$ cat config.mk
export PLATFORM = sky130hd
export DESIGN_NAME = mac_array
export DESIGN_NICKNAME = d
export VERILOG_FILES = /design/src/design/gemm_pkg.sv /design/src/design/mac_array.sv /design/src/design/mac_cell.sv
export SDC_FILE = /design/constraint.sdc
export NUM_CORES = 2
export LEC_CHECK = 0
export BUFFER_PORTS_ARGS = -buffer_cell sky130_fd_sc_hd__buf_4
export CORE_UTILIZATION = 55
export CTS_BUF_LIST = sky130_fd_sc_hd__clkbuf_8 sky130_fd_sc_hd__clkbuf_16
export CTS_CLUSTER_DIAMETER = 150
export DETAILED_ROUTE_END_ITERATION = 12
export PLACE_DENSITY = 0.82
export SYNTH_ARGS = -nofsm -noshare
export SYNTH_HDL_FRONTEND = slang
export SYNTH_SLANG_ARGS = --single-unit
$ cat constraint.sdc
create_clock -name clk -period 8.75 [get_ports clk]
set_input_delay 0.4375 -clock clk [delete_from_list [all_inputs] [get_ports clk]]
set_output_delay 0.4375 -clock clk [all_outputs]
set_load 0.02 [all_outputs]
$ cat src/design/gemm_pkg.sv
package gemm_pkg;

  localparam int array_dim = 4;
  localparam int a_bits = 8;
  localparam int w_bits = 8;
  localparam int p_bits = 24;

  // result fifo slots, also the upstream credit pool
  localparam int fifo_depth = 4;
  localparam int out_credits = 2;

  // accepted activation beat to accumulator update
  localparam int pipe_lat = 2 * array_dim + 1;

  localparam int ptr_bits = $clog2(fifo_depth);
  localparam int cnt_bits = $clog2(fifo_depth + 1);
  localparam int ocnt_bits = $clog2(out_credits + 1);

  typedef logic signed [a_bits-1:0] act_t;
  typedef logic signed [w_bits-1:0] wgt_t;
  typedef logic signed [p_bits-1:0] psum_t;

  // element i is array row i
  typedef act_t [array_dim-1:0] act_vec_t;
  // element i is array column i
  typedef wgt_t [array_dim-1:0] wgt_vec_t;
  typedef psum_t [array_dim-1:0] sum_row_t;

  typedef union packed {
    act_vec_t act;
    wgt_vec_t wgt;
  } beat_word_u;

  typedef struct packed {
    logic       is_wgt;
    logic       commit;
    logic       acc;
    logic       last;
    beat_word_u payload;
  } in_beat_t;

  typedef struct packed {
    logic valid;
    logic acc;
    logic last;
  } beat_ctrl_t;

  typedef logic [ptr_bits-1:0] ptr_t;
  typedef logic [cnt_bits-1:0] cnt_t;
  typedef logic [ocnt_bits-1:0] ocnt_t;

endpackage
$ cat src/design/mac_array.sv
module mac_array (
  input  logic                           clk,
  input  logic                           rst_n,
  input  gemm_pkg::act_vec_t             act_row,
  input  logic [gemm_pkg::array_dim-1:0] act_valid,
  input  gemm_pkg::wgt_vec_t             wgt_col,
  input  logic [gemm_pkg::array_dim-1:0] wgt_shift,
  input  logic [gemm_pkg::array_dim-1:0] wgt_commit,
  output gemm_pkg::sum_row_t             col_sum,
  output logic [gemm_pkg::array_dim-1:0] col_valid
);

  // activation links run [row][col], column array_dim is the right edge
  gemm_pkg::act_t act_link [gemm_pkg::array_dim][gemm_pkg::array_dim+1];
  logic act_v_link [gemm_pkg::array_dim][gemm_pkg::array_dim+1];

  // vertical links run [row][col], row array_dim is the bottom edge
  gemm_pkg::psum_t psum_link [gemm_pkg::array_dim+1][gemm_pkg::array_dim];
  gemm_pkg::wgt_t w_link [gemm_pkg::array_dim+1][gemm_pkg::array_dim];

  // shift and commit per row, rows 1 and below come from registers
  logic [gemm_pkg::array_dim-1:0] shift_q [gemm_pkg::array_dim-1];
  logic [gemm_pkg::array_dim-1:0] commit_q [gemm_pkg::array_dim-1];
  logic [gemm_pkg::array_dim-1:0] shift_row [gemm_pkg::array_dim];
  logic [gemm_pkg::array_dim-1:0] commit_row [gemm_pkg::array_dim];

  always_ff @(posedge clk) begin
    if (!rst_n) begin
      for (int r = 0; r < gemm_pkg::array_dim - 1; r++) begin
        shift_q[r] <= '0;
        commit_q[r] <= '0;
      end
    end else begin
      shift_q[0] <= wgt_shift;
      commit_q[0] <= wgt_commit;
      for (int r = 1; r < gemm_pkg::array_dim - 1; r++) begin
        shift_q[r] <= shift_q[r-1];
        commit_q[r] <= commit_q[r-1];
      end
    end
  end

  always_comb begin
    shift_row[0] = wgt_shift;
    commit_row[0] = wgt_commit;
    for (int r = 1; r < gemm_pkg::array_dim; r++) begin
      shift_row[r] = shift_q[r-1];
      commit_row[r] = commit_q[r-1];
    end
  end

  for (genvar r = 0; r < gemm_pkg::array_dim; r++) begin : g_left
    assign act_link[r][0] = act_row[r];
    assign act_v_link[r][0] = act_valid[r];
  end

  for (genvar c = 0; c < gemm_pkg::array_dim; c++) begin : g_edge
    assign psum_link[0][c] = '0;
    assign w_link[0][c] = wgt_col[c];
    assign col_sum[c] = psum_link[gemm_pkg::array_dim][c];
    // bottom cell's valid is registered with its psum
    assign col_valid[c] = act_v_link[gemm_pkg::array_dim-1][c+1];
  end

  for (genvar r = 0; r < gemm_pkg::array_dim; r++) begin : g_row
    for (genvar c = 0; c < gemm_pkg::array_dim; c++) begin : g_col
      mac_cell u_cell (
        .clk          (clk),
        .rst_n        (rst_n),
        .act_in       (act_link[r][c]),
        .act_valid_in (act_v_link[r][c]),
        .psum_in      (psum_link[r][c]),
        .w_in         (w_link[r][c]),
        .w_shift      (shift_row[r][c]),
        .w_commit     (commit_row[r][c]),
        .act_out      (act_link[r][c+1]),
        .act_valid_out(act_v_link[r][c+1]),
        .psum_out     (psum_link[r+1][c]),
        .w_out        (w_link[r+1][c])
      );
    end
  end

endmodule

$ cat src/design/mac_cell.sv
module mac_cell (
  input  logic              clk,
  input  logic              rst_n,
  input  gemm_pkg::act_t    act_in,
  input  logic              act_valid_in,
  input  gemm_pkg::psum_t   psum_in,
  input  gemm_pkg::wgt_t    w_in,
  input  logic              w_shift,
  input  logic              w_commit,
  output gemm_pkg::act_t    act_out,
  output logic              act_valid_out,
  output gemm_pkg::psum_t   psum_out,
  output gemm_pkg::wgt_t    w_out
);

  gemm_pkg::wgt_t  w_shadow;
  gemm_pkg::wgt_t  w_active;
  gemm_pkg::psum_t product;

  assign product = gemm_pkg::psum_t'(act_in) * gemm_pkg::psum_t'(w_active);

  always_ff @(posedge clk) begin
    if (!rst_n) begin
      act_valid_out <= 1'b0;
      w_active <= '0;
    end else begin
      act_valid_out <= act_valid_in;
      // commit beat also shifts, so take its incoming weight
      if (w_commit) begin
        w_active <= w_shift ? w_in : w_shadow;
      end
    end
  end

  always_ff @(posedge clk) begin
    act_out <= act_in;
    if (act_valid_in) begin
      psum_out <= psum_in + product;
    end else begin
      psum_out <= psum_in;
    end
    // hand the old shadow to the row below, which shifts one cycle later
    if (w_shift) begin
      w_shadow <= w_in;
      w_out <= w_shadow;
    end
  end

endmodule

==> metrics <==
status=completed; TNS Setup=0 ns; register bit total from synthesis=837; reg2reg path depth=26; max-cap violations=0; placement-stage cell area=78300 µm²; die height=372 µm; sequential power share=0.349; row count=135; nets=9481; die area=138000 µm²; clock sink total=837; CTS tree=yes; NetSw=5.15 mW; top post-synthesis cells by area=fa_1 24%, dfxtp_1 20%, ha_1 12%; cell area after layout=82000 µm²; Crit Path Max Fanout=10; Lkg Pwr=40.0 nW; Buf/Inv on CP=4; largest net degree at the start of global routing=86; detailed placer's ending HPWL=132 mm; setup ws final=1.33 ns; Slew Limit Fails=0; Crit path arrival time=8.00 ns; Final Hold Fails=0; Primary FF master, synth=dfxtp_1; Synth top area share=0.238; vias=51800; number of remaining DRC errors=0; most frequent cells in the layout=1385 x inv_1, 892 x fa_1, 760 x and2_1; EDFF count, synth=96; Synthesized Nets=9253; CTS buffer count=90; grt ovf=0; I/O Buffers=177; DR iter-0 viols=2845; post-route ant nets=0; critical path's top delay family=adder cells; hold path startpoint=wgt_col[21]; pin slew with the least headroom to its limit=1.25 ns; Clock power frac=0.278; Syn. warnings=0; Placement Setup Slack=1.43 ns; r2r endpoint=g_row[2].g_col[3].u_cell.psum_out[21]$_DFF_P_; Tcrit/Tclk final=0.848; Worst-path clk slew=0.06 ns; gp weighted congestion=0.923; CTS root buffer=clkbuf_16; Initial Util=0.554; Layout Skew=0.0602 ns; internal power=9.31 mW; Max clock buf depth=3; DR WL/cell=17.0 µm; asr flop ratio synth=0; Reg-to-Reg Start=g_row[2].g_col[3].u_cell.w_active[2]$_SDFFE_PN0P_; vias per inst=5.37; slowest CP cell=xnor2_1; VDD IR max=0.183 mV; Logic pwr share=0.374; All-Layer GR Usage=0.245; WL final=164 mm; final setup vio count=0; crit path capture type=register; Die Wd=372 µm; hold worst-path end=g_row[0].g_col[2].u_cell.w_shadow[5]$_DFF_P_; initial antenna violation count=13; Crit Path Class=register to register; drt first pass iters=5; Avg Cell Area, Syn=9.93 µm²; first-pass GRT wire length=274 mm; Hold Path Depth=2; Syn Inst Count=7563; area leader, netlist=fa_1; P&R area growth vs syn=9.15%; flop-to-flop setup slack=1.33 ns; ant diodes=0; layout cells sized above 1=0.0911; Synth cell types=80; Skew-Pair Late Insertion Delay=0.73 ns; commonest non-fill, non-tap cell in the layout=inv_1; RSZ-0062 raised after global routing=false; Startpoint Class=register; Switching Share=0.356; core area=135000 µm²; IO Pins=178; Crit path largest cell delay=0.73 ns; Worst Hold Class=input pin to register; vias in the first global route=55300; register area share after synthesis=0.236; Post-Synthesis Cell Area=75100 µm²; FMAX=0.135 GHz; final critical-path required period=7.42 ns; Max-slew headroom=0.160; pwr/cell area=176 nW/µm²; Critical Path RT=9.33 ns; H-tree levels=3
==> through the flow <==
| step | util | instances | total power [mW] | hold slack (ns) |
|---|---|---|---|---|
| floorplan | - | 7563 | 9.00 | 0.389 |
| global placement | 0.578 | 9431 | 10.2 | 0.408 |
| detailed placement | 0.578 | 9431 | 10.4 | 0.413 |
| CTS | 0.605 | 9649 | 14.5 | 0.0147 |
| global route | 0.605 | 9649 | 15.4 | 0.0514 |
| finish | 0.605 | 9649 | 14.5 | 0.0623 |
==> state kept, by name, summed over array words and instances, names as in the netlist <==
register	count
g_row.g_col.u_cell.psum_out	352
g_row.g_col.u_cell.w_active	128
g_row.g_col.u_cell.act_valid_out	13
g_row.g_col.u_cell.act_out	96
shift_q	12
commit_q	12
g_row.g_col.u_cell.w_out	96
g_row.g_col.u_cell.w_shadow	128
==> layout make-up <==
| class | count | area, µm² |
|---|---|---|
| repair buffers | 234 | 1880 |
| clock inverters | 70 | 737 |
| well taps | 1781 | 2230 |
| inverters | 1373 | 5150 |
| multi-input cells | 5255 | 51800 |
| clock buffers | 99 | 2410 |
| flip-flops and latches | 837 | 17700 |
| fillers | 10800 | 53500 |
==> synthesized netlist by cell type (9+ instances only) <==
cell,instances
ha_1,720
fa_1,892
mux2_2,341
nor3b_1,14
o41ai_1,19
or2_2,10
inv_1,1373
nor3_1,69
o21ai_1,10
mux2i_1,137
nor2_1,207
o31ai_1,14
o21bai_1,58
a21oi_1,274
and3_1,29
a21boi_0,9
a21o_1,139
nand2_1,340
nand4_1,10
o31a_1,11
a31oi_1,22
or3_1,12
o21a_1,43
nor2b_1,240
xnor2_1,391
a211oi_1,23
clkbuf_1,89
nand2b_1,69
nand3_1,56
xor2_1,71
and2_1,760
o211ai_1,21
edfxtp_1,96
dfxtp_1,741
o21ai_0,137
==> worst max-delay path by stage <==
| stage | startpoint | endpoint | slack, ns | depth (start not counted) |
|---|---|---|---|---|
| global route | g_row[2].g_col[3].u_cell.w_active[2]$_SDFFE_PN0P_ | g_row[2].g_col[3].u_cell.psum_out[23]$_DFF_P_ | 0.88 | 26 |
| CTS | g_row[2].g_col[2].u_cell.act_out[4]$_DFF_P_ | g_row[2].g_col[3].u_cell.psum_out[21]$_DFF_P_ | 1.39 | 26 |
| floorplan | g_row[2].g_col[2].u_cell.act_out[5]$_DFF_P_ | g_row[2].g_col[3].u_cell.psum_out[21]$_DFF_P_ | 2.16 | 26 |
| global placement | g_row[2].g_col[2].u_cell.act_out[5]$_DFF_P_ | g_row[2].g_col[3].u_cell.psum_out[21]$_DFF_P_ | 1.52 | 26 |
| finish | g_row[2].g_col[3].u_cell.w_active[2]$_SDFFE_PN0P_ | g_row[2].g_col[3].u_cell.psum_out[21]$_DFF_P_ | 1.33 | 26 |
| detailed placement | g_row[2].g_col[3].u_cell.w_active[2]$_SDFFE_PN0P_ | g_row[2].g_col[3].u_cell.psum_out[21]$_DFF_P_ | 1.43 | 26 |
==> what timing repair did <==
action / CTS / global route
hold endpoints to repair: 49 / 0
setup buffers: 0 / 0
resized for setup: 0 / 0
hold buffers: 49 / 0
==> layer usage <==
| metal | routed length [µm] | up-vias | global-route usage |
|---|---|---|---|
| met5 | 69 | - | 0 |
| met4 | 4610 | 12 | 0.0765 |
| met3 | 8210 | 295 | 0.0321 |
| met2 | 82400 | 1197 | 0.432 |
| met1 | 69200 | 25700 | 0.309 |
| li1 | - | 24600 | - |
==> logic make-up (layout without fill, tap and decap cells) <==
| family | count (synthesis) | in the layout | synth area share |
|---|---|---|---|
| compound gates | 871 | 871 | 0.0764 |
| xor+xnor | 463 | 463 | 0.0541 |
| fa+ha+maj | 1612 | 1612 | 0.358 |
| buf+inv | 1471 | 1776 | 0.0737 |
| flops | 837 | 837 | 0.236 |
| mux | 478 | 478 | 0.0694 |
| simple gates | 1831 | 1831 | 0.133 |
==> power by group through the flow <==
stage / Sequential [mW] / Combinational, mW / Clock, mW
finish: 5.04 / 5.40 / 4.02
global route: 5.10 / 6.07 / 4.22
CTS: 5.04 / 5.41 / 4.08
detailed placement: 5.11 / 5.32 / 0
global placement: 5.10 / 5.10 / 0
floorplan: 5.00 / 4.00 / 0
(Power assumes the default switching activity.)
