--- config.mk ---
export PLATFORM = sky130hd
export DESIGN_NAME = operand_skew
export DESIGN_NICKNAME = d
export VERILOG_FILES = /design/src/design/gemm_pkg.sv /design/src/design/operand_skew.sv
export SDC_FILE = /design/constraint.sdc
export NUM_CORES = 1
export LEC_CHECK = 0
export BUFFER_PORTS_ARGS = -buffer_cell sky130_fd_sc_hd__buf_4
export CORE_ASPECT_RATIO = 1.4
export CORE_MARGIN = 2
export CORE_UTILIZATION = 46
export DETAILED_ROUTE_END_ITERATION = 12
export GPL_TIMING_DRIVEN = 0
export MAX_ROUTING_LAYER = met4
export PLACE_DENSITY = 0.84
export SYNTH_ARGS = -nofsm -noshare
export SYNTH_HDL_FRONTEND = slang
export SYNTH_SLANG_ARGS = --single-unit
--- constraint.sdc ---
create_clock -name clk -period 0.8 [get_ports clk]
set_input_delay 0.04 -clock clk [delete_from_list [all_inputs] [get_ports clk]]
set_output_delay 0.04 -clock clk [all_outputs]
set_load 0.01 [all_outputs]
--- src/design/gemm_pkg.sv ---
package gemm_pkg;

  localparam int array_dim = 4;
  localparam int a_bits = 8;
  localparam int w_bits = 8;
  localparam int p_bits = 24;

  // result fifo slots, also the upstream credit pool
  localparam int fifo_depth = 4;
  localparam int out_credits = 2;

  // accepted activation beat to accumulator update
  localparam int pipe_lat = 2 * array_dim + 1;

  localparam int ptr_bits = $clog2(fifo_depth);
  localparam int cnt_bits = $clog2(fifo_depth + 1);
  localparam int ocnt_bits = $clog2(out_credits + 1);

  typedef logic signed [a_bits-1:0] act_t;
  typedef logic signed [w_bits-1:0] wgt_t;
  typedef logic signed [p_bits-1:0] psum_t;

  // element i is array row i
  typedef act_t [array_dim-1:0] act_vec_t;
  // element i is array column i
  typedef wgt_t [array_dim-1:0] wgt_vec_t;
  typedef psum_t [array_dim-1:0] sum_row_t;

  typedef union packed {
    act_vec_t act;
    wgt_vec_t wgt;
  } beat_word_u;

  typedef struct packed {
    logic       is_wgt;
    logic       commit;
    logic       acc;
    logic       last;
    beat_word_u payload;
  } in_beat_t;

  typedef struct packed {
    logic valid;
    logic acc;
    logic last;
  } beat_ctrl_t;

  typedef logic [ptr_bits-1:0] ptr_t;
  typedef logic [cnt_bits-1:0] cnt_t;
  typedef logic [ocnt_bits-1:0] ocnt_t;

endpackage
--- src/design/operand_skew.sv ---
module operand_skew (
  input  logic                           clk,
  input  logic                           rst_n,
  input  logic                           in_valid,
  input  gemm_pkg::in_beat_t             in_beat,
  output gemm_pkg::act_vec_t             act_row,
  output logic [gemm_pkg::array_dim-1:0] act_valid,
  output gemm_pkg::wgt_vec_t             wgt_col,
  output logic [gemm_pkg::array_dim-1:0] wgt_shift,
  output logic [gemm_pkg::array_dim-1:0] wgt_commit,
  output gemm_pkg::beat_ctrl_t           ctrl_aligned
);

  logic act_take;
  logic wgt_take;
  logic commit_take;
  gemm_pkg::beat_ctrl_t ctrl_in;
  gemm_pkg::beat_ctrl_t ctrl_pipe [gemm_pkg::pipe_lat-1];

  assign act_take = in_valid && !in_beat.is_wgt;
  assign wgt_take = in_valid && in_beat.is_wgt;
  assign commit_take = wgt_take && in_beat.commit;
  assign ctrl_in = '{valid: act_take, acc: in_beat.acc, last: in_beat.last};

  // lane i serves activation row i and weight column i, i+1 stages deep
  for (genvar i = 0; i < gemm_pkg::array_dim; i++) begin : g_lane
    gemm_pkg::act_t act_pipe [i+1];
    gemm_pkg::wgt_t wgt_pipe [i+1];
    logic [i:0] act_v_pipe;
    logic [i:0] shift_pipe;
    logic [i:0] commit_pipe;

    always_ff @(posedge clk) begin
      if (!rst_n) begin
        act_v_pipe <= '0;
        shift_pipe <= '0;
        commit_pipe <= '0;
      end else begin
        act_v_pipe[0] <= act_take;
        shift_pipe[0] <= wgt_take;
        commit_pipe[0] <= commit_take;
        for (int k = 1; k <= i; k++) begin
          act_v_pipe[k] <= act_v_pipe[k-1];
          shift_pipe[k] <= shift_pipe[k-1];
          commit_pipe[k] <= commit_pipe[k-1];
        end
      end
    end

    // same payload byte, read as row i or as column i
    always_ff @(posedge clk) begin
      act_pipe[0] <= in_beat.payload.act[i];
      wgt_pipe[0] <= in_beat.payload.wgt[i];
      for (int k = 1; k <= i; k++) begin
        act_pipe[k] <= act_pipe[k-1];
        wgt_pipe[k] <= wgt_pipe[k-1];
      end
    end

    assign act_row[i] = act_pipe[i];
    assign act_valid[i] = act_v_pipe[i];
    assign wgt_col[i] = wgt_pipe[i];
    assign wgt_shift[i] = shift_pipe[i];
    assign wgt_commit[i] = commit_pipe[i];
  end

  // flags ride alongside the array, land with the deskewed row
  always_ff @(posedge clk) begin
    if (!rst_n) begin
      for (int k = 0; k < gemm_pkg::pipe_lat - 1; k++) begin
        ctrl_pipe[k] <= '0;
      end
    end else begin
      ctrl_pipe[0] <= ctrl_in;
      for (int k = 1; k < gemm_pkg::pipe_lat - 1; k++) begin
        ctrl_pipe[k] <= ctrl_pipe[k-1];
      end
    end
  end

  assign ctrl_aligned = ctrl_pipe[gemm_pkg::pipe_lat-2];

endmodule

==> impl_metrics.json, run 1 <==
{
  "io_pins": 118,
  "initial_utilization_pct": 47.08,
  "fin_hold_ws_ns": 0.09708,
  "drc": 0,
  "port_buffers": 117,
  "fillers": 327,
  "synth_compound_area_share_pct": 0,
  "p_leak_nw": 2.272,
  "seq_area_frac_synth_pct": 77.21,
  "areaGrowthSynthToFinish_pct": 69.15,
  "reg2reg_to": "ctrl_pipe[1][2]",
  "max_cap_violations": 0,
  "viasPerCell": 4.096,
  "cp_common_cell": "buf_6",
  "period_needed_ns": 0.9723,
  "cp-start-kind": "flip-flop",
  "finalCritPeriodShare_pct": 121.5,
  "async_flop_share_pct": 0,
  "synth_edf_count": 0,
  "synth-xor-area-share_pct": 0,
  "synth_commonest_cells": "dfxtp_1, buf_4, and2_1",
  "path_clk_slew_ns": 0.09,
  "synth-adder-area-share_pct": 0,
  "cts_tree": "yes",
  "cts_root_buffer": "clkbuf_8",
  "yosys.cell_count.top_type": "dfxtp_1",
  "outcome": "finished, violations left",
  "fin_skew_ns": 0.01053,
  "yosysTopAreaCell": "dfxtp_1",
  "post_cts.repair.setup_buffers": 0,
  "grt_pass1_vias": 1917,
  "cp_max_fo": 2,
  "critPathMaxStageDelay_ns": 0.35,
  "worst-path-buf-inv": 2,
  "drtAntennaViolNets": 0,
  "hp-start": "rst_n",
  "setup_slack_ns": -0.1723,
  "fmax_ghz": 1.029,
  "drive_gt1_share_pct": 65.30,
  "hold_class": "input pin to flip-flop",
  "antenna_found_initial": 1,
  "worstSetupEndpointType": "primary output",
  "synth_top_cell_area_share_pct": 77.21,
  "worstReg2RegStart": "g_lane[3].act_v_pipe[3]",
  "ys_warn_count": 0,
  "syn_area_um2": 2904,
  "synth_seq_cells": 112,
  "tightest_slew_ns": 0.1748,
  "critPathArrivalTime_ns": 0.93,
  "die_w_um": 71.15,
  "grt_pass1_wl_um": 9128,
  "r2r_cells": 1,
  "min_path_cells": 3,
  "multiInputGateArea_um2": 219.0,
  "synth.distinct_cells": 8,
  "synth_top_family_by_area": "buffers and inverters",
  "place.gp.congestion": 0.6961,
  "startpoint": "g_lane[1].wgt_pipe[0][12]",
  "crit_family": "flip-flops",
  "synthCells": 204,
  "violations": "setup timing",
  "power.density_nw_per_um2": 2099,
  "cp_slowest_cell": "dfxtp_2",
  "worstPathCellList": "buf_6, buf_6",
  "grt_usage_pct": 18.08,
  "syn_nets": 243,
  "drt_pass1_iterations": 4,
  "cts.htree.levels": 3,
  "slew_headroom_pct": 88.35,
  "yosys.area_share.simple_pct": 7.540,
  "critical_path_class": "flip-flop to primary output",
  "avgRoutedWirePerCell_um": 13.68,
  "ys.flop_type": "dfxtp_1",
  "vdd_drop_max_uv": 1541,
  "critPathRequiredTime_ns": 0.76,
  "grt_setup_unrepaired": "true",
  "dpl_worst_slack_ns": 0.1306,
  "vias": 1798,
  "cts_made_buffers": 9,
  "grt_overflow": 0,
  "fin_nets": 400,
  "seq_area_um2": 2300,
  "hold_viol": 0,
  "dieHeight_um": 98.01,
  "clock-sinks": 112,
  "grt_max_degree": 18,
  "max-clock-path-buffers": 2,
  "setup_viol": 79,
  "muxShareOfSynthArea_pct": 0,
  "core_area_um2": 6168,
  "fp-row-count": 34,
  "min_to": "g_lane[3].act_v_pipe[2]",
  "ys_top_cells_by_area": "dfxtp_1, buf_4, and2_1, and2_2, clkbuf_2",
  "synth.avg_cell_area_um2": 14.24,
  "slew_violations": 0,
  "insertion_delay_ns": 0.36,
  "cp_num_cells": 2,
  "die_area_um2": 6973,
  "wl_um": 6007,
  "drtIter0Drc": 53,
  "rrSetupSlack_ns": 0.19
}
-- metrics by stage --
stage	total power [mW]	TNS (ns)	util (%)	area (um^2)	std cells
after floorplan	6.321	0	-	2904	204
after global placement	6.738	0	62.78	3872	393
after detailed placement	6.780	0	62.78	3872	393
after CTS	10.36	-10.10	79.17	4883	438
after global routing	10.74	-11.98	79.63	4912	439
final	10.31	-8.808	79.63	4912	439
-- cells by family after synthesis --
family / after synthesis
flip-flops: 112
buffers and inverters: 60
AND/OR/NAND/NOR: 32
-- flip-flops by register name, summed over array words and instances, names as in the netlist --
signal and count:
g_lane.act_pipe 26, ctrl_pipe 20, g_lane.commit_pipe 4, g_lane.wgt_pipe 54, g_lane.act_v_pipe 4, g_lane.shift_pipe 4
-- worst max path at each step --
stage | endpoint | slack (ns)
after CTS | act_row[12] | -0.18
after global placement | g_lane[1].shift_pipe[0] | 0.16
after floorplan | g_lane[3].commit_pipe[3] | 0.19
after detailed placement | g_lane[1].shift_pipe[0] | 0.13
after global routing | wgt_col[1] | -0.21
final | act_row[12] | -0.17
-- metal layers --
metal | routed length [um] | track usage (%) | vias to the layer above
li1 | - | - | 880
met1 | 1974 | 16.31 | 824
met2 | 3546 | 33.62 | 81
met3 | 357 | 4.334 | 13
met4 | 127 | 9.579 | 0
met5 | 0 | - | -
-- cell usage in the layout (no fill, tap or decap), drive strengths merged --
master	synthesis	layout
and4	1	1
clkinv	0	2
diode	0	1
clkbuf	3	15
and3	1	1
dlygate4sd3	0	38
inv	0	1
and2	29	29
bufinv	0	1
and3b	1	1
dfxtp	112	112
buf	57	165
-- timing repair --
item,CTS,global route
gates resized for setup,164,7
hold buffers,38,0
endpoints found under the hold margin,37,0
endpoints found under the setup margin,79,79
-- worst min-delay path, delay by kind of cell --
| family | cells | cell delay, ns |
|---|---|---|
| buffers and inverters | 2 | 0.26 |
| and+or+nand+nor | 1 | 0.13 |
-- area by class of cell --
type                            instances  share of cell area (%)
Sequential cell                       112                   46.82
Timing Repair Buffer                  155                   31.66
Buffer                                 51                   11.16
Multi-Input combinational cell         32                   4.457
Clock buffer                           12                   2.955
Tap cell                               72                   1.834
Clock inverter                          4                   1.070
Antenna cell                            1                 0.05094
-- report_power, final --
part | total (mW) | internal [mW] | switching [mW]
Sequential | 5.96 | 5.84 | 0.125
Combinational | 1.11 | 0.794 | 0.317
Clock | 3.24 | 1.55 | 1.69
No activity file was read; power rests on OpenSTA's default activity.
==> run 2, diff against run 1 <==
--- a/config.mk
+++ b/config.mk
@@ -7,7 +7,6 @@
 export LEC_CHECK = 0
 export BUFFER_PORTS_ARGS = -buffer_cell sky130_fd_sc_hd__buf_4
 export CORE_ASPECT_RATIO = 1.4
-export CORE_MARGIN = 2
 export CORE_UTILIZATION = 46
 export DETAILED_ROUTE_END_ITERATION = 12
 export GPL_TIMING_DRIVEN = 0
==> constraint.sdc (replaced) <==
create_clock -name clk -period 0.8 [get_ports clk]
set_input_delay 0.04 -clock clk [delete_from_list [all_inputs] [get_ports clk]]
set_output_delay 0.04 -clock clk [all_outputs]
set_load 0.05 [all_outputs]
==> run 2 against run 1 <==
  * The run still ends with setup timing left
  * Clock power rose by 4%
  * Sequential share of layout area down 2.5 points
  * Largest cell class is now buffers
  * Worst hold slack worse by 0.065 ns
  * Combinational power is 69% higher
  * Critical endpoint is now act_row[14]
  * Critical path type unchanged
  * Utilization up 7.9 points
  * Flip-flop and latch count unchanged
==> impl_metrics.json, run 2 (synthesis gave the netlist of run 1 again) <==
{
  "reg.largest.list": "g_lane.wgt_pipe (54), g_lane.act_pipe (26), ctrl_pipe (20)",
  "critPathArrivalTime_ns": 1.00,
  "wl_met3_um": 378,
  "layout_common_cells": "buf_8, dfxtp_1, buf_6",
  "crit_path_end": "act_row[14]",
  "outcome": "finished, violations left",
  "diodes": 0,
  "clock-sinks": 112,
  "largest_reg_flops": 54,
  "final_util_pct": 87.50,
  "grt_max_degree": 20,
  "setup_viol": 79,
  "grt_usage_pct": 21.45,
  "layout_commonest_cell": "buf_8",
  "rrSetupSlack_ns": 0.18,
  "max_cap_violations": 0,
  "antenna_found_initial": 0,
  "dpl.hpwl_um": 3330,
  "worstReg2RegStart": "g_lane[3].act_v_pipe[3]",
  "slew_headroom_pct": 88.88,
  "fmax_ghz": 0.9610,
  "insertion_delay_ns": 0.35,
  "startpoint": "g_lane[1].wgt_pipe[0][14]",
  "fin_hold_ws_ns": 0.03239,
  "grt_overflow": 0,
  "vdd_drop_max_uv": 1661,
  "drt_pass1_iterations": 4,
  "hold_viol": 0,
  "power.density_nw_per_um2": 2143,
  "place.gp.congestion": 0.6581,
  "drtIter0Drc": 61,
  "cts_made_buffers": 9,
  "post_cts.repair.setup_buffers": 0,
  "finalCritPeriodShare_pct": 130.1,
  "io_pins": 118,
  "cts.htree.levels": 3,
  "wl_um": 7424,
  "p_leak_nw": 2.387,
  "core_area_um2": 5987,
  "avgRoutedWirePerCell_um": 17.03,
  "drtAntennaViolNets": 0,
  "setup_slack_ns": -0.2406,
  "reg2reg_to": "ctrl_pipe[1][2]",
  "fillers": 214,
  "drc": 0,
  "worstSetupEndpointType": "primary output",
  "die_w_um": 69.15,
  "violations": "setup timing",
  "cts_root_buffer": "clkbuf_8",
  "critical_path_class": "flip-flop to primary output",
  "die_area_um2": 6639,
  "grt_setup_unrepaired": "true",
  "port_buffers": 117,
  "period_needed_ns": 1.041,
  "initial_utilization_pct": 48.51,
  "fin_nets": 400,
  "grt_pass1_wl_um": 10270,
  "viasPerCell": 4.278,
  "cts_tree": "yes",
  "max-clock-path-buffers": 2,
  "cp-start-kind": "flip-flop",
  "max_flop_register": "g_lane.wgt_pipe",
  "hold_class": "input pin to flip-flop",
  "dieHeight_um": 96.01,
  "tightest_slew_ns": 0.1667,
  "vias": 1865,
  "top_layer_used": "met4",
  "fin_skew_ns": 0.01188,
  "grt_pass1_vias": 2029,
  "met2_length_um": 4419,
  "drive_gt1_share_pct": 66.12,
  "met1_length_um": 2514,
  "r2r_cells": 1,
  "fin_tns_setup_ns": -12.89,
  "critPathRequiredTime_ns": 0.76,
  "fp-row-count": 33,
  "areaGrowthSynthToFinish_pct": 80.40,
  "path_clk_slew_ns": 0.11,
  "slew_violations": 0,
  "cp_max_fo": 2
}
-- run 2: worst min path at each step --
stage,startpoint,to,depth (start not counted)
3_3_place_gp,in_beat[21],g_lane[2].wgt_pipe[0][5],1
5_1_grt,rst_n,g_lane[1].commit_pipe[0],2
6_report,rst_n,g_lane[1].commit_pipe[0],2
3_5_place_dp,in_beat[5],g_lane[0].wgt_pipe[0][5],1
2_1_floorplan,in_beat[8],g_lane[1].act_pipe[0][0],0
4_1_cts,rst_n,g_lane[1].commit_pipe[0],2
-- run 2: critical path, stage by stage (launching register included) --
cell and delay, ns:
dfxtp_4 0.38, buf_6 0.12, buf_8 0.14
-- run 2: final cells by class --
class / instances / area, um^2 / share of cell area, %
sequential: 112 / 2323 / 44.35
timing repair buffer: 155 / 1852 / 35.35
buffer: 51 / 555.5 / 10.60
multi-input combinational: 32 / 219.0 / 4.180
clock buffer: 9 / 123.9 / 2.364
tap: 70 / 87.58 / 1.672
clock inverter: 7 / 77.57 / 1.481
-- run 2: through the flow --
stage / std cells / setup WS (ns) / area, um^2 / power, mW
finish: 436 / -0.2406 / 5239 / 11.23
global route: 436 / -0.2766 / 5239 / 11.59
detailed placement: 391 / 0.1277 / 3895 / 7.359
CTS: 436 / -0.2151 / 5149 / 11.13
global placement: 391 / 0.1472 / 3895 / 7.318
floorplan: 204 / 0.04250 / 2929 / 6.899
-- run 2: timing repair --
item	4_1_cts	5_1_grt
pin swaps	0	0
resized for setup	215	27
endpoints found under the setup margin	79	79
hold buffers	38	0
hold endpoints to repair	37	0
-- run 2: routing by layer --
metal  vias to the layer above  global-route usage [%]
met5                         -                       -
met4                         0                   8.844
met3                         9                   5.864
met2                        89                   40.61
met1                       888                   20.52
li1                        879                       -
-- run 2: report_power, final --
part,leakage [nW],switching [mW],internal (mW)
Combinational,1.34,0.919,0.961
Sequential,0.945,0.149,5.82
Clock,0.106,1.89,1.49
