## src/design/gemm_pkg.sv

```systemverilog
package gemm_pkg;

  localparam int array_dim = 4;
  localparam int a_bits = 8;
  localparam int w_bits = 8;
  localparam int p_bits = 24;

  // result fifo slots, also the upstream credit pool
  localparam int fifo_depth = 4;
  localparam int out_credits = 2;

  // accepted activation beat to accumulator update
  localparam int pipe_lat = 2 * array_dim + 1;

  localparam int ptr_bits = $clog2(fifo_depth);
  localparam int cnt_bits = $clog2(fifo_depth + 1);
  localparam int ocnt_bits = $clog2(out_credits + 1);

  typedef logic signed [a_bits-1:0] act_t;
  typedef logic signed [w_bits-1:0] wgt_t;
  typedef logic signed [p_bits-1:0] psum_t;

  // element i is array row i
  typedef act_t [array_dim-1:0] act_vec_t;
  // element i is array column i
  typedef wgt_t [array_dim-1:0] wgt_vec_t;
  typedef psum_t [array_dim-1:0] sum_row_t;

  typedef union packed {
    act_vec_t act;
    wgt_vec_t wgt;
  } beat_word_u;

  typedef struct packed {
    logic       is_wgt;
    logic       commit;
    logic       acc;
    logic       last;
    beat_word_u payload;
  } in_beat_t;

  typedef struct packed {
    logic valid;
    logic acc;
    logic last;
  } beat_ctrl_t;

  typedef logic [ptr_bits-1:0] ptr_t;
  typedef logic [cnt_bits-1:0] cnt_t;
  typedef logic [ocnt_bits-1:0] ocnt_t;

endpackage
```

## src/design/result_accumulator.sv

```systemverilog
module result_accumulator (
  input  logic                 clk,
  input  logic                 rst_n,
  input  gemm_pkg::sum_row_t   row_sum,
  input  logic                 row_valid,
  input  gemm_pkg::beat_ctrl_t ctrl,
  output logic                 in_credit,
  output logic                 out_valid,
  output gemm_pkg::sum_row_t   out_row,
  input  logic                 out_credit
);

  logic                 upd;
  logic                 push_q;
  logic                 pop;
  gemm_pkg::sum_row_t   acc_row;
  gemm_pkg::sum_row_t   acc_next;
  gemm_pkg::sum_row_t   fifo_mem [gemm_pkg::fifo_depth];
  gemm_pkg::ptr_t       wr_ptr;
  gemm_pkg::ptr_t       rd_ptr;
  gemm_pkg::cnt_t       fifo_cnt;
  gemm_pkg::ocnt_t      out_cnt;

  assign upd = row_valid && ctrl.valid;

  // acc clear starts a new row, acc set adds into it
  always_comb begin
    for (int c = 0; c < gemm_pkg::array_dim; c++) begin
      if (ctrl.acc) begin
        acc_next[c] = acc_row[c] + row_sum[c];
      end else begin
        acc_next[c] = row_sum[c];
      end
    end
  end

  // only send while the consumer has granted room
  assign pop = (fifo_cnt != '0) && (out_cnt != '0);

  always_ff @(posedge clk) begin
    if (!rst_n) begin
      acc_row <= '0;
      push_q <= 1'b0;
      wr_ptr <= '0;
      rd_ptr <= '0;
      fifo_cnt <= '0;
      out_cnt <= gemm_pkg::ocnt_t'(gemm_pkg::out_credits);
      out_valid <= 1'b0;
      in_credit <= 1'b0;
    end else begin
      if (upd) begin
        acc_row <= acc_next;
      end
      push_q <= upd && ctrl.last;
      if (push_q) begin
        wr_ptr <= wr_ptr + 1'b1;
      end
      if (pop) begin
        rd_ptr <= rd_ptr + 1'b1;
      end
      fifo_cnt <= fifo_cnt + gemm_pkg::cnt_t'(push_q) - gemm_pkg::cnt_t'(pop);
      out_cnt <= out_cnt + gemm_pkg::ocnt_t'(out_credit) - gemm_pkg::ocnt_t'(pop);
      out_valid <= pop;
      // slot is free again, tell upstream a cycle after the pop
      in_credit <= out_valid;
    end
  end

  // finished row enters the fifo the cycle after its last update
  always_ff @(posedge clk) begin
    if (push_q) begin
      fifo_mem[wr_ptr] <= acc_row;
    end
    if (pop) begin
      out_row <= fifo_mem[rd_ptr];
    end
  end

endmodule

```

## config.mk

```make
export PLATFORM = sky130hd
export DESIGN_NAME = result_accumulator
export DESIGN_NICKNAME = d
export VERILOG_FILES = /design/src/design/gemm_pkg.sv /design/src/design/result_accumulator.sv
export SDC_FILE = /design/constraint.sdc
export NUM_CORES = 1
export LEC_CHECK = 0
export ABC_CLOCK_PERIOD_IN_PS = 4790
export BUFFER_PORTS_ARGS = -buffer_cell sky130_fd_sc_hd__buf_2
export CAP_MARGIN = 20
export CORE_MARGIN = 5
export CORE_UTILIZATION = 40
export DETAILED_ROUTE_END_ITERATION = 10
export PLACE_DENSITY = 0.64
export SETUP_SLACK_MARGIN = 0.3
export SYNTH_ARGS = -nofsm -noshare
export SYNTH_HDL_FRONTEND = slang
export SYNTH_SLANG_ARGS = --single-unit
export TNS_END_PERCENT = 50
```

## constraint.sdc

```tcl
create_clock -name clk -period 4.79 [get_ports clk]
set_input_delay 0.2395 -clock clk [delete_from_list [all_inputs] [get_ports clk]]
set_output_delay 0.2395 -clock clk [all_outputs]
set_load 0.01 [all_outputs]
```

==> impl_metrics.json, run 1 <==
{
  "status": "finished, final reports clean",
  "cts_buffers": 61,
  "final-setup-viol-count": 0,
  "period_needed_ns": 3.418,
  "via_per_inst": 5.399,
  "async_flop_share": 0,
  "post_cts_buffers": 0,
  "power_density_nw_per_um2": 474.5,
  "fin_ws_ns": 1.372,
  "finalNonFillerCells": 2939,
  "area_delta_synth_final_pct": 19.13,
  "synth_cells": 1736,
  "hp-class": "input pin to flip-flop",
  "pre_cts_slack_ns": 1.445,
  "cap_violations": 0,
  "placed_cells": 2737,
  "io_buffers": 200,
  "placed_area_um2": 27690,
  "grt_util_met2": 0.2974,
  "worstSetupPathType": "flip-flop to flip-flop",
  "top_usage_layer": "met2",
  "path_depth": 13,
  "holdPathStages": 3,
  "dieArea_um2": 69400,
  "fillers": 5551,
  "rr_startpoint": "acc_row[48]$_SDFFE_PN0P_",
  "path_delay_family": "compound AO/OA/AOI/OAI gates",
  "drive_gt1_frac": 0.2137,
  "worst_path_max_delay_cell": "o31ai_2",
  "path_clk_slew_ns": 0.06,
  "rsz0062_at_grt": "false",
  "arrival_ns": 3.95,
  "p_leak_nw": 11.28,
  "dp_hpwl_um": 38620,
  "synth_cell_types": 72,
  "start_util": 0.4014,
  "holdWs_ns": 0.04737,
  "ys_seq_area_frac": 0.6452,
  "pin_count": 201,
  "drc_errors": 0,
  "grt_pass1_vias": 16512,
  "finalHoldViolations": 0,
  "core_um2": 64000,
  "cts_sinks": 588,
  "drt-initial-drc-count": 1016,
  "yosysTopAreaCellShare": 0.5610,
  "htreeDepth": 2,
  "grt_use_met1": 0.2375,
  "clk_path_buf_depth": 3,
  "syn_area_um2": 25690,
  "die_width_um": 263.4,
  "hold_start": "row_sum[5]",
  "final_area_um2": 30600,
  "fin_crit_sh": 0.7137,
  "slew_headroom": 0.3018,
  "peakVddDrop_uv": 373.9,
  "setup_tns_ns": 0,
  "synth_nets": 1944,
  "crit_path_end_kind": "flip-flop",
  "max_slew.worst_pin.slew_ns": 1.047,
  "clockRootBuffer": "clkbuf_16",
  "worstReg2RegEnd": "acc_row[70]$_SDFFE_PN0P_",
  "min_to": "acc_row[5]$_SDFFE_PN0P_",
  "worst_ep_required_time_ns": 5.32,
  "firstDrtPassIters": 7,
  "clock.fmax_ghz": 0.2925,
  "grt_max_degree": 133,
  "synth_edf_count": 480,
  "die_height_um": 263.4,
  "cts_tree": "yes",
  "final_max_slew_viol_count": 0,
  "finalNetCount": 2237,
  "rows": 93,
  "cp_max_fo": 6,
  "ant_nets": 0,
  "synth-seq-cells": 588,
  "synth_commonest_cells": "480 x edfxtp_1, 135 x a21oi_1, 108 x dfxtp_1, 100 x ha_1, 100 x nor2_1",
  "yosys-top-cells-area": "edfxtp_1 56%, dfxtp_1 8.4%, mux4_2 8.4%",
  "r2r_cells": 13,
  "yosysMostFrequentCell": "edfxtp_1",
  "worst-path-buf-inv": 1,
  "vias": 15869,
  "syn_avg_cell_area_um2": 14.80,
  "clk_latency_ns": 0.62,
  "grtUsageTotal": 0.1763,
  "gp_congestion": 0.8585,
  "wire_per_inst_um": 21.18,
  "synth_ff_type": "edfxtp_1",
  "grt_pass1_wl_um": 96900,
  "reg2reg_setup_slack_ns": 1.37,
  "slowest_delay_ns": 0.47,
  "synth_top_area_cell": "edfxtp_1",
  "finClkSkew_ns": 0.02768,
  "yosysWarnings": 0,
  "wirelength_um": 62240,
  "cp_cell_sequence": "ha_1 -> inv_1 -> fa_1 -> nor2b_1 -> o21ai_1 -> a21boi_0 -> o41ai_1 -> o31ai_2 -> a31o_2 -> a311o_1 -> a21oi_1 -> mux2_2 -> a31oi_1",
  "start_kind": "flip-flop",
  "use_met3": 0.02850,
  "antenna_found_initial": 3,
  "gr-total-overflow": 0
}
## registers in the layout, indices dropped and copies added, names as in the netlist
| signal | count |
|---|---|
| fifo_mem | 384 |
| acc_row | 96 |
| out_row | 96 |
| fifo_cnt | 3 |
| out_cnt | 2 |
| rd_ptr | 2 |
| wr_ptr | 2 |
| in_credit | 1 |
| out_valid | 1 |
| push_q | 1 |
## worst register-to-register path, stage by stage (launching register included)
cell	delay, ns
dfxtp_1	0.39
ha_1	0.20
inv_1	0.06
fa_1	0.38
nor2b_1	0.16
o21ai_1	0.09
a21boi_0	0.42
o41ai_1	0.18
o31ai_2	0.47
a31o_2	0.27
a311o_1	0.21
a21oi_1	0.08
mux2_2	0.27
a31oi_1	0.16
## logic make-up (layout without fill, tap and decap cells)
family / after synthesis / count (layout) / synth area share
other: 0 / 2 / 0
xor gates and xnor gates: 71 / 71 / 0.02421
buffers and inverters: 130 / 476 / 0.01899
muxes: 137 / 137 / 0.1002
and+or+nand+nor: 301 / 301 / 0.05757
DFF: 588 / 588 / 0.6452
AOI/OAI and AO/OA: 404 / 404 / 0.1012
adders and majority gates: 105 / 105 / 0.05260
## metrics by stage
step,power (mW),utilization
floorplan,8.630,-
global placement,9.767,0.4327
detailed placement,9.817,0.4327
CTS,14.76,0.4781
global route,15.22,0.4782
finish,14.52,0.4782
## routing by layer
layer	wire [um]	vias up
met5	7	-
met3	3023	117
li1	-	7397
met2	30480	391
met1	26980	7962
met4	1740	2
## power breakdown
| part | switching [mW] | leakage [nW] | internal (mW) | total (mW) |
|---|---|---|---|---|
| Clock | 1.99 | 1.00 | 2.85 | 4.84 |
| Combinational | 1.63 | 4.95 | 1.31 | 2.94 |
| Sequential | 0.410 | 5.33 | 6.34 | 6.75 |
## final cells by class
| type | instances | area, um2 | area share |
|---|---|---|---|
| Sequential cell | 588 | 16580 | 0.5419 |
| Inverter | 54 | 203.9 | 0.006664 |
| Tap cell | 855 | 1070 | 0.03496 |
| Clock inverter | 33 | 331.6 | 0.01083 |
| Timing Repair Buffer | 306 | 2034 | 0.06648 |
| Multi-Input combinational cell | 1018 | 8643 | 0.2824 |
| Clock buffer | 83 | 1733 | 0.05662 |
| Antenna cell | 2 | 5.005 | 0.0001635 |
## cell usage in the layout, fill, tap and decap left out, types with 8 or more instances in the layout
| cell | instances |
|---|---|
| nor2_1 | 100 |
| or3_1 | 9 |
| nor2b_1 | 19 |
| clkbuf_16 | 64 |
| inv_1 | 52 |
| edfxtp_1 | 480 |
| nand2_1 | 55 |
| xnor2_1 | 53 |
| nor3_1 | 27 |
| xor2_1 | 18 |
| mux4_2 | 96 |
| o21bai_1 | 10 |
| and2_1 | 8 |
| a211oi_1 | 51 |
| o21ai_0 | 79 |
| nand3_1 | 20 |
| a21o_1 | 40 |
| mux2i_1 | 39 |
| buf_4 | 21 |
| ha_1 | 100 |
| dfxtp_1 | 106 |
| buf_2 | 199 |
| a21oi_1 | 135 |
| dlygate4sd3_1 | 84 |
| and3_1 | 16 |
| o21a_1 | 8 |
| clkinv_2 | 15 |
| clkbuf_1 | 13 |
## how the worst max path moves through the flow
| stage | slack (ns) | to | start |
|---|---|---|---|
| detailed placement | 1.45 | acc_row[70]$_SDFFE_PN0P_ | acc_row[48]$_SDFFE_PN0P_ |
| global route | 1.07 | acc_row[82]$_SDFFE_PN0P_ | acc_row[72]$_SDFFE_PN0P_ |
| floorplan | 0.42 | fifo_cnt[2]$_SDFF_PN0_ | fifo_cnt[1]$_SDFF_PN0_ |
| CTS | 1.40 | acc_row[70]$_SDFFE_PN0P_ | acc_row[48]$_SDFFE_PN0P_ |
| finish | 1.37 | acc_row[70]$_SDFFE_PN0P_ | acc_row[48]$_SDFFE_PN0P_ |
| global placement | 1.53 | acc_row[70]$_SDFFE_PN0P_ | row_sum[48] |
## what timing repair did
item                                   CTS  global route
endpoints found under the hold margin   84             0
hold buffers                            84             0
gates resized for setup                  0             0
No activity file was read; power rests on OpenSTA's default activity.
==> inputs of run 2 (changes only) <==
Settings changed: ABC_CLOCK_PERIOD_IN_PS 4790 to 3600.
Clock period 4.79 ns to 3.6 ns, I/O delays scaled along.
==> run 2 against run 1 <==
Largest power group unchanged. Largest cell class unchanged. Core utilization is 0.56 points higher. Flip-flop and latch count did not move. Clock skew shrank 0.0041 ns.
==> impl_metrics.json, run 2 (same netlist as run 1, synthesis figures left out) <==
{
  "cts_sinks": 588,
  "max_slew.worst_pin.slew_ns": 1.063,
  "dieArea_um2": 69400,
  "power_density_nw_per_um2": 630.9,
  "fin_crit_sh": 0.8961,
  "reg_top3": "fifo_mem: 384 flops, acc_row: 96 flops, out_row: 96 flops",
  "top_register": "fifo_mem",
  "hp-class": "input pin to flip-flop",
  "wirelength_um": 62440,
  "start_util": 0.4014,
  "p_leak_nw": 11.44,
  "path_delay_family": "compound AO/OA/AOI/OAI gates",
  "finalHoldViolations": 0,
  "core_um2": 64000,
  "wl_met1_um": 26860,
  "crit_path_end_kind": "flip-flop",
  "antenna_cells": 0,
  "grtUsageTotal": 0.1771,
  "die_width_um": 263.4,
  "setup_tns_ns": 0,
  "gp_congestion": 0.8829,
  "p_int_mw": 14.11,
  "period_needed_ns": 3.226,
  "highest_layer": "met5",
  "cts_buffers": 66,
  "worst_ep_required_time_ns": 4.12,
  "clk_latency_ns": 0.60,
  "slew_headroom": 0.2911,
  "placed_area_um2": 27850,
  "final-setup-viol-count": 0,
  "switchingPower_mw": 5.426,
  "die_height_um": 263.4,
  "pin_count": 201,
  "largest_reg_flops": 384,
  "comb_power_share": 0.205,
  "placed_cells": 2746,
  "pwr-share-seq": 0.460,
  "cp_cell_sequence": "ha_1 -> a21oi_1 -> nand4b_1 -> nand2_1 -> a41oi_2 -> a31oi_2 -> a2111oi_2 -> o21bai_1 -> or4b_1 -> a311o_1 -> o21ai_0",
  "finClkSkew_ns": 0.02355,
  "ant_nets": 0,
  "fillers": 5527,
  "status": "finished, final reports clean",
  "most-common-layout-cells": "480 x edfxtp_1, 199 x buf_2, 132 x a21oi_1",
  "grt_pass1_vias": 16562,
  "io_buffers": 200,
  "drive_gt1_frac": 0.2219,
  "htreeDepth": 3,
  "worstSetupPathType": "flip-flop to flip-flop",
  "path_clk_slew_ns": 0.06,
  "grt_pass1_wl_um": 96510,
  "peakVddDrop_uv": 451.1,
  "grt_max_degree": 67,
  "area_delta_synth_final_pct": 20.52,
  "drc_errors": 0,
  "vias": 16069,
  "drt-initial-drc-count": 998,
  "slowest_delay_ns": 0.54,
  "antenna_found_initial": 1,
  "via_per_inst": 5.429,
  "layout_commonest_cell": "edfxtp_1",
  "rows": 93,
  "clk_path_buf_depth": 3,
  "swShare": 0.2777,
  "start_kind": "flip-flop",
  "fin_util": 0.4838,
  "clockRootBuffer": "clkbuf_16",
  "finalNetCount": 2262,
  "wire_per_inst_um": 21.09,
  "holdWs_ns": 0.04335,
  "gr-total-overflow": 0,
  "firstDrtPassIters": 7,
  "cts_tree": "yes",
  "worst_path_max_delay_cell": "or4b_1",
  "pwr-share-clk": 0.335,
  "wl_met2_um": 30510,
  "routed-wl-met3_um": 3518,
  "rsz0062_at_grt": "true",
  "worst-path-buf-inv": 0,
  "final_area_um2": 30960,
  "cp_max_fo": 6,
  "final_max_slew_viol_count": 0,
  "dp_hpwl_um": 39510,
  "clock.fmax_ghz": 0.3100,
  "arrival_ns": 3.75,
  "finalNonFillerCells": 2960,
  "cap_violations": 0
}
run 2: layer usage:
metal  vias up  GRT usage
met5         -          0
met4         2    0.05708
met3       108    0.03075
met2       440     0.2967
met1      8068     0.2367
li1       7451          -
run 2: layout make-up:
class,instances,area (um2),share of cell area
clock buffers,97,1932,0.06239
clock inverters,22,173.9,0.005617
inverters,54,203.9,0.006587
multi-input cells,1018,8715,0.2815
flip-flops and latches,588,16580,0.5356
well taps,855,1070,0.03455
repair buffers,326,2285,0.07379
run 2: power by group through the flow:
stage               logic [mW]  clock network, mW  registers [mW]
floorplan                 2.29                  0            9.16
global placement          3.91                  0            9.15
detailed placement        3.99                  0            9.17
CTS                       4.10               6.72            9.04
global route              4.40               7.01            9.10
finish                    4.01               6.54            8.99
run 2: final timing paths:
| check | start | end | slack [ns] | depth (start not counted) |
|---|---|---|---|---|
| max | acc_row[49]$_SDFFE_PN0P_ | acc_row[71]$_SDFFE_PN0P_ | 0.37 | 11 |
| max reg2reg | acc_row[49]$_SDFFE_PN0P_ | acc_row[71]$_SDFFE_PN0P_ | 0.37 | 11 |
| min reg2reg | out_valid$_SDFF_PN0_ | in_credit$_SDFF_PN0_ | 0.46 | 1 |
| min | row_sum[49] | acc_row[49]$_SDFFE_PN0P_ | 0.04 | 5 |
run 2: worst min-delay path: cells and delay by family:
family	cells	cell delay, ns
AND/OR/NAND/NOR	1	0.08
buffers and inverters	2	0.20
AO/OA/AOI/OAI	1	0.05
multiplexers	1	0.08
run 2: what timing repair did:
| item | in CTS | in global routing |
|---|---|---|
| pin swaps | 0 | 1 |
| hold endpoints to repair | 90 | 0 |
| setup buffers | 0 | 1 |
| hold buffers | 94 | 0 |
| endpoints found under the setup margin | 2 | 30 |
| resized for setup | 1 | 16 |
run 2: per-stage QoR:
step / total power [mW] / worst slack, ns
global placement: 13.06 / 0.4625
finish: 19.53 / 0.3741
detailed placement: 13.16 / 0.2996
global route: 20.51 / 0.1934
floorplan: 11.44 / 0.3708
CTS: 19.86 / 0.2982
